[config.mk]
export PLATFORM = sky130hd
export DESIGN_NAME = mips_core
export DESIGN_NICKNAME = d
export VERILOG_FILES = /design/src/source/core_cfg_pkg.sv /design/src/source/mips_isa_pkg.sv /design/src/source/fetch_unit.sv /design/src/source/reg_file.sv /design/src/source/execute_unit.sv /design/src/source/mips_core.sv
export SDC_FILE = /design/constraint.sdc
export NUM_CORES = 2
export LEC_CHECK = 0
export BUFFER_PORTS_ARGS = -buffer_cell sky130_fd_sc_hd__clkbuf_2
export CAP_MARGIN = 0
export CELL_PAD_IN_SITES_DETAIL_PLACEMENT = 0
export CELL_PAD_IN_SITES_GLOBAL_PLACEMENT = 1
export CORE_MARGIN = 3
export CORE_UTILIZATION = 25
export DETAILED_ROUTE_END_ITERATION = 6
export PLACE_DENSITY_LB_ADDON = 0.1
export SLEW_MARGIN = 15
export SYNTH_ARGS = -nofsm -noshare
export SYNTH_HDL_FRONTEND = slang
export SYNTH_HIERARCHICAL = 1
export SYNTH_SLANG_ARGS = --single-unit
[constraint.sdc]
create_clock -name clk -period 5.3 [get_ports clk]
set_input_delay 0.265 -clock clk [delete_from_list [all_inputs] [get_ports clk]]
set_output_delay 0.265 -clock clk [all_outputs]
set_load 0.02 [all_outputs]
[src/source/core_cfg_pkg.sv]
// system constants of the core: data width, register index width, reset vector, pc step
`default_nettype none

package core_cfg_pkg;

  localparam int unsigned xlen = 32;  // data and byte address width

  // 32 architectural registers
  localparam int unsigned reg_idx_w = 5;

  // boot rom address, first fetch after reset
  localparam logic [xlen-1:0] reset_vector = 32'hBFC0_0000;

  localparam logic [xlen-1:0] instr_bytes = 32'd4;  // pc step per instruction

endpackage

`default_nettype wire

[src/source/mips_isa_pkg.sv]
// opcode, funct and register index constants for the supported mips subset
`default_nettype none

package mips_isa_pkg;

  // primary opcodes, instr[31:26]
  localparam logic [5:0] op_rtype = 6'b000000;  // funct selects the operation
  localparam logic [5:0] op_beq   = 6'b000100;
  localparam logic [5:0] op_bne   = 6'b000101;
  localparam logic [5:0] op_addiu = 6'b001001;
  localparam logic [5:0] op_ori   = 6'b001101;
  localparam logic [5:0] op_lui   = 6'b001111;

  // funct field of r-type, instr[5:0]
  localparam logic [5:0] fn_addu = 6'b100001;
  localparam logic [5:0] fn_subu = 6'b100011;
  localparam logic [5:0] fn_and  = 6'b100100;
  localparam logic [5:0] fn_or   = 6'b100101;
  localparam logic [5:0] fn_slt  = 6'b101010;

  // register file geometry
  localparam logic [4:0] reg_v0_idx = 5'd2;  // return value register
  localparam int unsigned num_regs  = 32;

endpackage

`default_nettype wire

[src/source/fetch_unit.sv]
// fetch unit: pc register, next pc and branch target, wishbone classic read master
`timescale 1ns/1ps
`default_nettype none

module fetch_unit
  import core_cfg_pkg::*;
(
  input  logic            clk,
  input  logic            reset,
  input  logic            branch_taken,  // from execute, only meaningful with instr_valid
  input  logic            wb_ack,
  input  logic [xlen-1:0] wb_rdata,
  output logic            wb_cyc,
  output logic            wb_stb,
  output logic [xlen-1:0] wb_adr,        // byte address
  output logic [31:0]     instr,
  output logic [xlen-1:0] pc,
  output logic            instr_valid
);

  typedef enum logic [1:0] {
    st_request,  // bus cycle open, waiting for ack
    st_deliver,  // instruction handed to execute, pc loads at end
    st_update    // bus idle for one cycle
  } state_t;

  state_t          state;
  state_t          state_next;
  logic [xlen-1:0] pc_plus4;
  logic [xlen-1:0] branch_off;
  logic [xlen-1:0] branch_target;
  logic [xlen-1:0] pc_next;

  always_comb begin
    state_next = state;
    case (state)
      st_request: if (wb_ack) state_next = st_deliver;  // any number of wait states
      st_deliver: state_next = st_update;
      st_update:  state_next = st_request;
      default:    state_next = st_update;
    endcase
  end

  // reset parks the fsm in update, so the first edge after reset opens the fetch
  always_ff @(posedge clk) begin
    if (reset) begin
      state <= st_update;
      pc    <= reset_vector;
    end else begin
      state <= state_next;
      if (state == st_deliver) pc <= pc_next;
    end
  end

  // instruction holding register
  always_ff @(posedge clk) begin
    if (state == st_request && wb_ack) instr <= wb_rdata[31:0];
  end

  // branch offset is a word count relative to the following instruction
  assign pc_plus4      = pc + instr_bytes;
  assign branch_off    = {{(xlen-18){instr[15]}}, instr[15:0], 2'b00};
  assign branch_target = pc_plus4 + branch_off;
  assign pc_next       = branch_taken ? branch_target : pc_plus4;  // no delay slot

  assign wb_cyc      = (state == st_request);
  assign wb_stb      = wb_cyc;  // single transfer per cycle
  assign wb_adr      = pc;      // pc only moves in deliver, so address holds while waiting
  assign instr_valid = (state == st_deliver);

  a_stb_needs_cyc: assert property (@(posedge clk) disable iff (reset)
    wb_stb |-> wb_cyc)
    else $error("wb_stb high without wb_cyc");

  // address must hold through wait states until the slave acks
  a_adr_stable: assert property (@(posedge clk) disable iff (reset)
    (wb_stb && !wb_ack) |=> (wb_stb && $stable(wb_adr)))
    else $error("wb_adr changed or request dropped before wb_ack");

endmodule

`default_nettype wire

[src/source/reg_file.sv]
// 32 entry register file: two combinational reads, one write, r0 fixed at zero, v0 tap
`timescale 1ns/1ps
`default_nettype none

module reg_file
  import core_cfg_pkg::*;
(
  input  logic                 clk,
  input  logic                 reset,
  input  logic                 we,
  input  logic [reg_idx_w-1:0] wa,
  input  logic [xlen-1:0]      wd,
  input  logic [reg_idx_w-1:0] ra1,
  input  logic [reg_idx_w-1:0] ra2,
  output logic [xlen-1:0]      rd1,
  output logic [xlen-1:0]      rd2,
  output logic [xlen-1:0]      reg_v0
);

  logic [xlen-1:0] rf [2**reg_idx_w];

  // write lands on the edge that closes the execute cycle
  always_ff @(posedge clk) begin
    if (reset) begin
      for (int i = 0; i < 2**reg_idx_w; i++) begin
        rf[i] <= '0;  // architectural state starts cleared
      end
    end else if (we && wa != '0) begin
      rf[wa] <= wd;   // r0 writes dropped
    end
  end

  // read ports, r0 always reads zero
  assign rd1 = (ra1 == '0) ? '0 : rf[ra1];
  assign rd2 = (ra2 == '0) ? '0 : rf[ra2];

  assign reg_v0 = rf[2];  // v0 is r2

  // write data comes from the alu in another module, catch x from bad decode
  a_wd_known: assert property (@(posedge clk) disable iff (reset)
    we |-> !$isunknown(wd))
    else $error("register write with unknown data to r%0d", wa);

endmodule

`default_nettype wire

[src/source/execute_unit.sv]
// execute unit: decode, immediate extension, alu, branch compare, write-back and retire trace
`timescale 1ns/1ps
`default_nettype none

module execute_unit
  import core_cfg_pkg::*;
  import mips_isa_pkg::*;
(
  input  logic [31:0]          instr,
  input  logic [xlen-1:0]      pc,
  input  logic                 instr_valid,
  input  logic [xlen-1:0]      rd1,         // rs value
  input  logic [xlen-1:0]      rd2,         // rt value
  output logic [reg_idx_w-1:0] ra1,
  output logic [reg_idx_w-1:0] ra2,
  output logic                 we,
  output logic [reg_idx_w-1:0] wa,
  output logic [xlen-1:0]      wd,
  output logic                 branch_taken,
  output logic                 retire_valid,
  output logic [xlen-1:0]      retire_pc,
  output logic                 retire_wr_en,
  output logic [reg_idx_w-1:0] retire_wr_addr,
  output logic [xlen-1:0]      retire_wr_data
);

  logic [5:0]           opcode;
  logic [5:0]           funct;
  logic [reg_idx_w-1:0] rs;
  logic [reg_idx_w-1:0] rt;
  logic [reg_idx_w-1:0] rd;
  logic [15:0]          imm;
  logic [xlen-1:0]      imm_sext;
  logic [xlen-1:0]      imm_zext;
  logic [xlen-1:0]      imm_hi;
  logic                 src_eq;
  logic                 writes_reg;  // instruction has a register result
  logic                 take;
  logic [reg_idx_w-1:0] dest;
  logic [xlen-1:0]      result;

  // field split
  assign opcode = instr[31:26];
  assign rs     = instr[25:21];
  assign rt     = instr[20:16];
  assign rd     = instr[15:11];
  assign funct  = instr[5:0];
  assign imm    = instr[15:0];

  assign imm_sext = {{(xlen-16){imm[15]}}, imm};  // addiu
  assign imm_zext = {{(xlen-16){1'b0}}, imm};     // ori
  assign imm_hi   = {imm, 16'b0};                 // lui

  assign ra1    = rs;
  assign ra2    = rt;
  assign src_eq = (rd1 == rd2);

  always_comb begin
    writes_reg = 1'b0;
    take       = 1'b0;
    dest       = rt;   // i-type default
    result     = '0;
    case (opcode)
      op_rtype: begin
        dest = rd;
        writes_reg = 1'b1;
        case (funct)
          fn_addu: result = rd1 + rd2;  // wraps, no overflow trap
          fn_subu: result = rd1 - rd2;
          fn_and:  result = rd1 & rd2;
          fn_or:   result = rd1 | rd2;
          fn_slt:  result = {{(xlen-1){1'b0}}, $signed(rd1) < $signed(rd2)};
          default: writes_reg = 1'b0;   // unsupported funct retires as nop
        endcase
      end
      op_addiu: begin
        writes_reg = 1'b1;
        result = rd1 + imm_sext;
      end
      op_ori: begin
        writes_reg = 1'b1;
        result = rd1 | imm_zext;
      end
      op_lui: begin
        writes_reg = 1'b1;
        result = imm_hi;
      end
      op_beq: take = src_eq;
      op_bne: take = !src_eq;
      default: ;  // anything else is a nop
    endcase
  end

  // write port, r0 destination suppressed here so the trace shows no write
  assign we = instr_valid && writes_reg && (dest != '0);
  assign wa = dest;
  assign wd = result;

  assign branch_taken = instr_valid && take;

  // trace mirrors the write port in the execute cycle
  assign retire_valid   = instr_valid;
  assign retire_pc      = pc;
  assign retire_wr_en   = we;
  assign retire_wr_addr = wa;
  assign retire_wr_data = wd;

endmodule

`default_nettype wire

[src/source/mips_core.sv]
// top level of the core: fetch unit, register file and execute unit
`timescale 1ns/1ps
`default_nettype none

module mips_core
  import core_cfg_pkg::*;
(
  input  logic                 clk,
  input  logic                 reset,
  output logic                 wb_cyc,
  output logic                 wb_stb,
  output logic [xlen-1:0]      wb_adr,
  input  logic [xlen-1:0]      wb_rdata,
  input  logic                 wb_ack,
  output logic [xlen-1:0]      reg_v0,
  output logic                 retire_valid,
  output logic [xlen-1:0]      retire_pc,
  output logic                 retire_wr_en,
  output logic [reg_idx_w-1:0] retire_wr_addr,
  output logic [xlen-1:0]      retire_wr_data
);

  logic [31:0]          instr;
  logic [xlen-1:0]      pc;
  logic                 instr_valid;
  logic                 branch_taken;
  logic [reg_idx_w-1:0] ra1;
  logic [reg_idx_w-1:0] ra2;
  logic [xlen-1:0]      rd1;
  logic [xlen-1:0]      rd2;
  logic                 we;
  logic [reg_idx_w-1:0] wa;
  logic [xlen-1:0]      wd;

  fetch_unit i_fetch_unit (
    .clk, .reset, .branch_taken, .wb_ack, .wb_rdata,
    .wb_cyc, .wb_stb, .wb_adr, .instr, .pc, .instr_valid
  );

  reg_file i_reg_file (
    .clk, .reset, .we, .wa, .wd, .ra1, .ra2, .rd1, .rd2, .reg_v0
  );

  // purely combinational, works in the instr_valid cycle
  execute_unit i_execute_unit (
    .instr, .pc, .instr_valid, .rd1, .rd2, .ra1, .ra2, .we, .wa, .wd, .branch_taken,
    .retire_valid, .retire_pc, .retire_wr_en, .retire_wr_addr, .retire_wr_data
  );

  // execute samples branch_taken and writes back once per pulse, so the pulse is one cycle
  a_valid_single: assert property (@(posedge clk) disable iff (reset)
    instr_valid |=> !instr_valid)
    else $error("instr_valid high on two consecutive cycles");

endmodule

`default_nettype wire

Yosys cells after proc, flatten, opt, wreduce, memory -nomap -nowiden
Memory sizes are Yosys's and may differ from the RTL's. A register that Yosys moved wholly into a read port is not among the register bits.
Cells that the tools add are included.
Word-level totals
  memories: 1
  bits in writable memories: 1024
  bits in registers: 66
  output and inout bits: 137
  input bits: 35
  word-level logic and storage cells: 62
Cells by class
  mux-type cells: 21
  $add $sub $neg: 5
  bitwise logic cells: 3
  reduce and logical (&&, ||, !) cells: 14
  $lt $le $gt $ge: 1
  equal/unequal tests: 14
Memories
  i_reg_file.rf: depth 32, bits a word 32, read ports 3, clocked after memory_dff 2, write ports 32, RTL line reg_file.sv:20  | logic [xlen-1:0] rf [2**reg_idx_w];
Operators by type and width (count)
  one-hot mux 32 bit (5 select lines): 1
  two-way mux 32 bit: 4
  one-hot mux 32 bit (4 select lines): 1
  adder 32 bit: 3
  adder 32 x 3 -> 32 bit (second input constant): 1
  AND 32 bit: 1
  == test 32 bit: 1
  less-than comparator 32 bit: 1
  bitwise OR 32 x 16 -> 32 bit: 1
  bitwise OR 32 bit: 1
  OR reduction 32 bit: 1
  subtractor 32 bit: 1
  == test 6 bit (second input constant): 5
  two-way mux 5 bit: 4
  == test 6 x 4 -> 1 bit (second input constant): 3
  == test 6 x 3 -> 1 bit (second input constant): 2
  zero test 5 bit: 2
  two-way mux 1 bit: 7
  zero test 6 bit: 1
  logical AND 1 bit: 5
  nonzero test 5 bit: 1
  OR reduction 5 bit: 1
  one-hot mux 1 bit (2 select lines): 2
  one-hot mux 2 bit (2 select lines): 1
  7 further kinds: 7

Depth between registers and ports, before layout
  depth after elaboration: 12
  gate-level depth with buffers: 27
  gate-level depth less buffers: 18

Hierarchy
Netlist, hierarchy kept.
By module, submodules not included
  reg_file: instances 1, area each 54086.9 µm², cells each 3492, sequential area each 30749.5 µm²
  execute_unit: instances 1, area each 7988.9 µm², cells each 1183, sequential area each 0.0 µm²
  fetch_unit: instances 1, area each 4971.0 µm², cells each 576, sequential area each 1601.5 µm²

Worst setup path after synthesis
No wires, ideal clock.
  kind: register to register
  from: reg i_fetch_unit.instr[22]
  to: mem i_reg_file.rf[10][18], data pin
  setup time: 0.131 ns
  arrival: 5.572 ns
  buffers on the path: 8
  cell stages (with the launch flop): 24
  data required time: 5.169 ns
  period minus slack after synthesis: 5.703 ns
  path slack: -0.403 ns
  path through: edfxtp_1 buf_4 buf_2 buf_6 buf_6 buf_2 buf_4 mux4_2 o22ai_1 nor3_1 inv_1 fa_1 o21ba_2 nor4_1 o31ai_2 a211oi_2 o21ai_0 nand2b_1 a21oi_1 xnor2_1 o311ai_0 buf_4 clkbuf_1 and2_1
RTL lines
  start: declaration: RTL line fetch_unit.sv:16  | output logic [31:0] instr,
  start signal: assignment: RTL line fetch_unit.sv:57  | if (state == st_request && wb_ack) instr <= wb_rdata[31:0];
  end: declaration: RTL line reg_file.sv:20

Worst setup path in the final report
  from: reg i_fetch_unit.instr[22]
  to: out retire_wr_data[30]
On the way
  word-level cells in the longest chain between the ends: 5
  elaborated cells on any way between the ends: 10
RTL lines
  zero test 5 bit *: RTL line reg_file.sv:34  | assign rd1 = (ra1 == '0) ? '0 : rf[ra1];
  two-way mux 32 bit *: RTL line reg_file.sv:34
  named net rd1[7]: RTL line mips_core.sv:29  | logic [xlen-1:0] rd1;
  subtractor 32 bit or adder 32 bit (tied branches): RTL line execute_unit.sv:69, execute_unit.sv:68
  one-hot mux 32 bit (5 select lines): RTL line execute_unit.sv:67  | case (funct)
  one-hot mux 32 bit (4 select lines) *: RTL line execute_unit.sv:63  | case (opcode)
  end: declaration: RTL line mips_core.sv:20  | output logic [xlen-1:0] retire_wr_data
Mark *: on every way through the listed nets, which the timed path passes. The rest lies on a longest branch.

==> reports/metrics.cfg <==
[outcome]
status = finished with violations
violations = negative setup slack

[cells_and_area]
syn_to_final_growth_pct = 33.3
drive_gt1_share_pct = 38.9
final_cell_mix = 1,056 x edfxtp_1, 999 x and2_1, 862 x buf_4, 474 x mux4_2, 193 x buf_12
postLayoutCoreUtil_pct = 33.6
fin_nets = 6427
final_common_cell = edfxtp_1
fillers = 26100

[place]
gp_congestion = 0.867
io_buffers = 167
hpwl_um = 234000

[sta]
maxSlewHeadroom_pct = 21.4
worst_pin_slew_ns = 1.17
setup_slack_ns = -1.28
slew_violations = 0
period_needed_ns = 6.58
fmax_mhz = 152
holdWs_ns = 0.119
rsz0062_at_grt = true
fin_worst_skew_ns = 0.109
finalHoldViolCount = 0
fin_crit_sh_pct = 124
final-setup-viol-count = 836

[route]
wl_per_cell_um = 35.1
vias_per_cell = 5.16
first_pass_iters = 6
drc_errors = 0
drt_iter0_markers = 5159
vias = 50900
postRouteAntennaNets = 0
drt_wl_total_um = 346000

[cts]
cts.sinks = 1088
worstSkewPairLatency_ns = 0.88
clockRootBuffer = clkbuf_16
cts_buffers = 147
clockBufferDepth = 4
cts_tree = yes
clk_pin_slew_ns = 0.06
h-tree-depth = 4

[yosys]
synth_mux_area_share_pct = 19.0
synth_edf_count = 1056
ys_types = 94
yosys.area_share.simple_pct = 14.2
avgSynthCellArea_um2 = 12.8
synth_top_family_by_area = multiplexers
syn_inst = 5251
synth_seq_cells = 1088
ys_async_sr_fraction_pct = 0
synth_largest_area_cell = edfxtp_1
synth-xor-area-share_pct = 1.38
syn_area_um2 = 67000
synth_ff_type = edfxtp_1
synth_area_leaders = edfxtp_1 47%, mux4_2 16%, and2_1 9.4%
yosysSeqAreaShare_pct = 48.3
synthAdderAreaFrac_pct = 3.63
synth-compound-area-share_pct = 8.47
synth_top_area_share_pct = 47.3
synth_warnings = 6

[worst_setup_path]
crit_fanout = 8
crit_required_ns = 5.04
endpoint_kind = primary output
cp-start-kind = register
reg2reg_depth = 27
cp.arrival_ns = 6.32
crit_type = register to primary output

[floorplan]
placementRows = 189
die_x_um = 524
die_area_um2 = 274000
die_height_um = 524
io_pins = 172
start_util_pct = 25.2
core_area_um2 = 266000

[pwr]
cellLeakagePower_nw = 34.0
switchingPower_mw = 7.19
p_seq_share_pct = 39.6
p_clk_share_pct = 39.2
switching_share_pct = 28.8
p_int_mw = 17.8
power_density_nw_per_um2 = 279
peakVddDrop_mv = 0.208
comb_power_share_pct = 21.2

[global_route]
grt_pass1_wl_um = 464000
grt.total_usage_pct = 24.7
overflow = 0
antenna_found_initial = 47
first_global_vias = 52000
grt_max_degree = 58

[min_path]
hold_path_depth = 1
hold_class = input port to register

[flow_run]
maxCapViolCount = 0

## kinds of logic (layout without fill, tap and decap cells)
kind of cell	Yosys count	after routing
AND/OR/NAND/NOR	1654	1654
buffers and inverters	716	1735
flip-flops	1088	1088
adder cells (fa/ha/maj)	192	192
AO/OA/AOI/OAI	817	817
XOR/XNOR	106	106
multiplexers	676	676
other	2	60
## path summary, 6_finish.rpt
path / slack (ns) / start / endpoint
min reg2reg: 0.48 / i_fetch_unit/state[0] / i_fetch_unit/state[1]
max: -1.28 / i_fetch_unit/instr[22] / retire_wr_data[30]
max reg2reg: -0.95 / i_fetch_unit/instr[22] / i_reg_file/rf[2][30]
min: 0.12 / reset / i_reg_file/rf[0][0]
## power groups by stage
stage	Sequential, mW	Clock (mW)	Combinational, mW
detailed placement	10.1	0	4.58
floorplan	9.99	0	2.15
global placement	10.1	0	4.61
global route	9.93	10.3	5.55
CTS	9.90	10.0	5.13
finish	9.90	9.79	5.29
## state kept, by name, summed over array words and instances, names as in the netlist
signal	cells
i_reg_file/rf	1024
i_fetch_unit/pc	30
i_fetch_unit/instr	32
i_fetch_unit/state	2
## layout make-up
type                    count  area, um^2  share of cell area, %
multi-input cells        3481       34200                   38.3
flip-flops and latches   1088       32400                   36.2
repair buffers           1347       13300                   14.9
well taps                3533        4420                   4.94
clock buffers             178        3860                   4.32
clock inverters            75         669                  0.749
inverters                 135         509                  0.570
diodes                     24        60.1                 0.0672
## timing repair
action | CTS | global route
hold buffers | 32 | 0
resized for setup | 464 | 147
cloned | 17 | 1
setup endpoints to repair | 897 | 868
hold endpoints to repair | 32 | 0
pin swaps | 119 | 90
buffers inserted | 112 | 26
## metal layers
layer	track usage [%]	wire, um
met4	7.09	10100
met2	40.9	165000
met5	0	47
met3	4.21	21300
met1	33.2	149000
## stage by stage
stage | worst slack [ns] | instances | power (mW) | area (um^2) | setup TNS, ns
after floorplan | 0.00568 | 5285 | 12.1 | 67300 | 0
after CTS | -1.31 | 9818 | 25.1 | 88600 | -298.71
after detailed placement | -1.40 | 9412 | 14.6 | 80000 | -725.30
after global placement | -1.47 | 9412 | 14.7 | 80000 | -763.37
final | -1.28 | 9861 | 25.0 | 89400 | -324.36
after global routing | -1.40 | 9841 | 25.8 | 89300 | -453.71
## worst max-delay path, stage by stage, from the launching register on
cell,delay [ns]
edfxtp_1,0.40
buf_6,0.14
buf_16,0.17
buf_12,0.16
buf_4,0.15
buf_4,0.14
mux4_2,0.22
mux2_4,0.17
o22ai_2,0.08
buf_6,0.14
nor3_4,0.51
inv_4,0.07
buf_4,0.16
ha_4,0.23
a2111o_1,0.44
o211ai_1,0.21
buf_4,0.17
o211ai_1,0.11
a31o_1,0.26
a41o_1,0.24
or3_4,0.37
a21oi_4,0.19
xor2_2,0.22
o221ai_4,0.16
buf_6,0.18
buf_8,0.12
## synthesized netlist by cell type (all sizes together) (30+ instances only)
cell and number:
o221ai 39, xnor2 74, buf 248, o22ai 95, mux4 474, a2111oi 30
o21ai 107, mux2 36, nand3 56, clkbuf 333, a211oi 68, edfxtp 1056
a21oi 183, ha 188, nand2 126, and2 1004, nor3 92, nor2 184
a22o 55, a21o 40, xor2 32, mux2i 166, or2 35, inv 135
dfxtp 32
(Power assumes the default switching activity.)
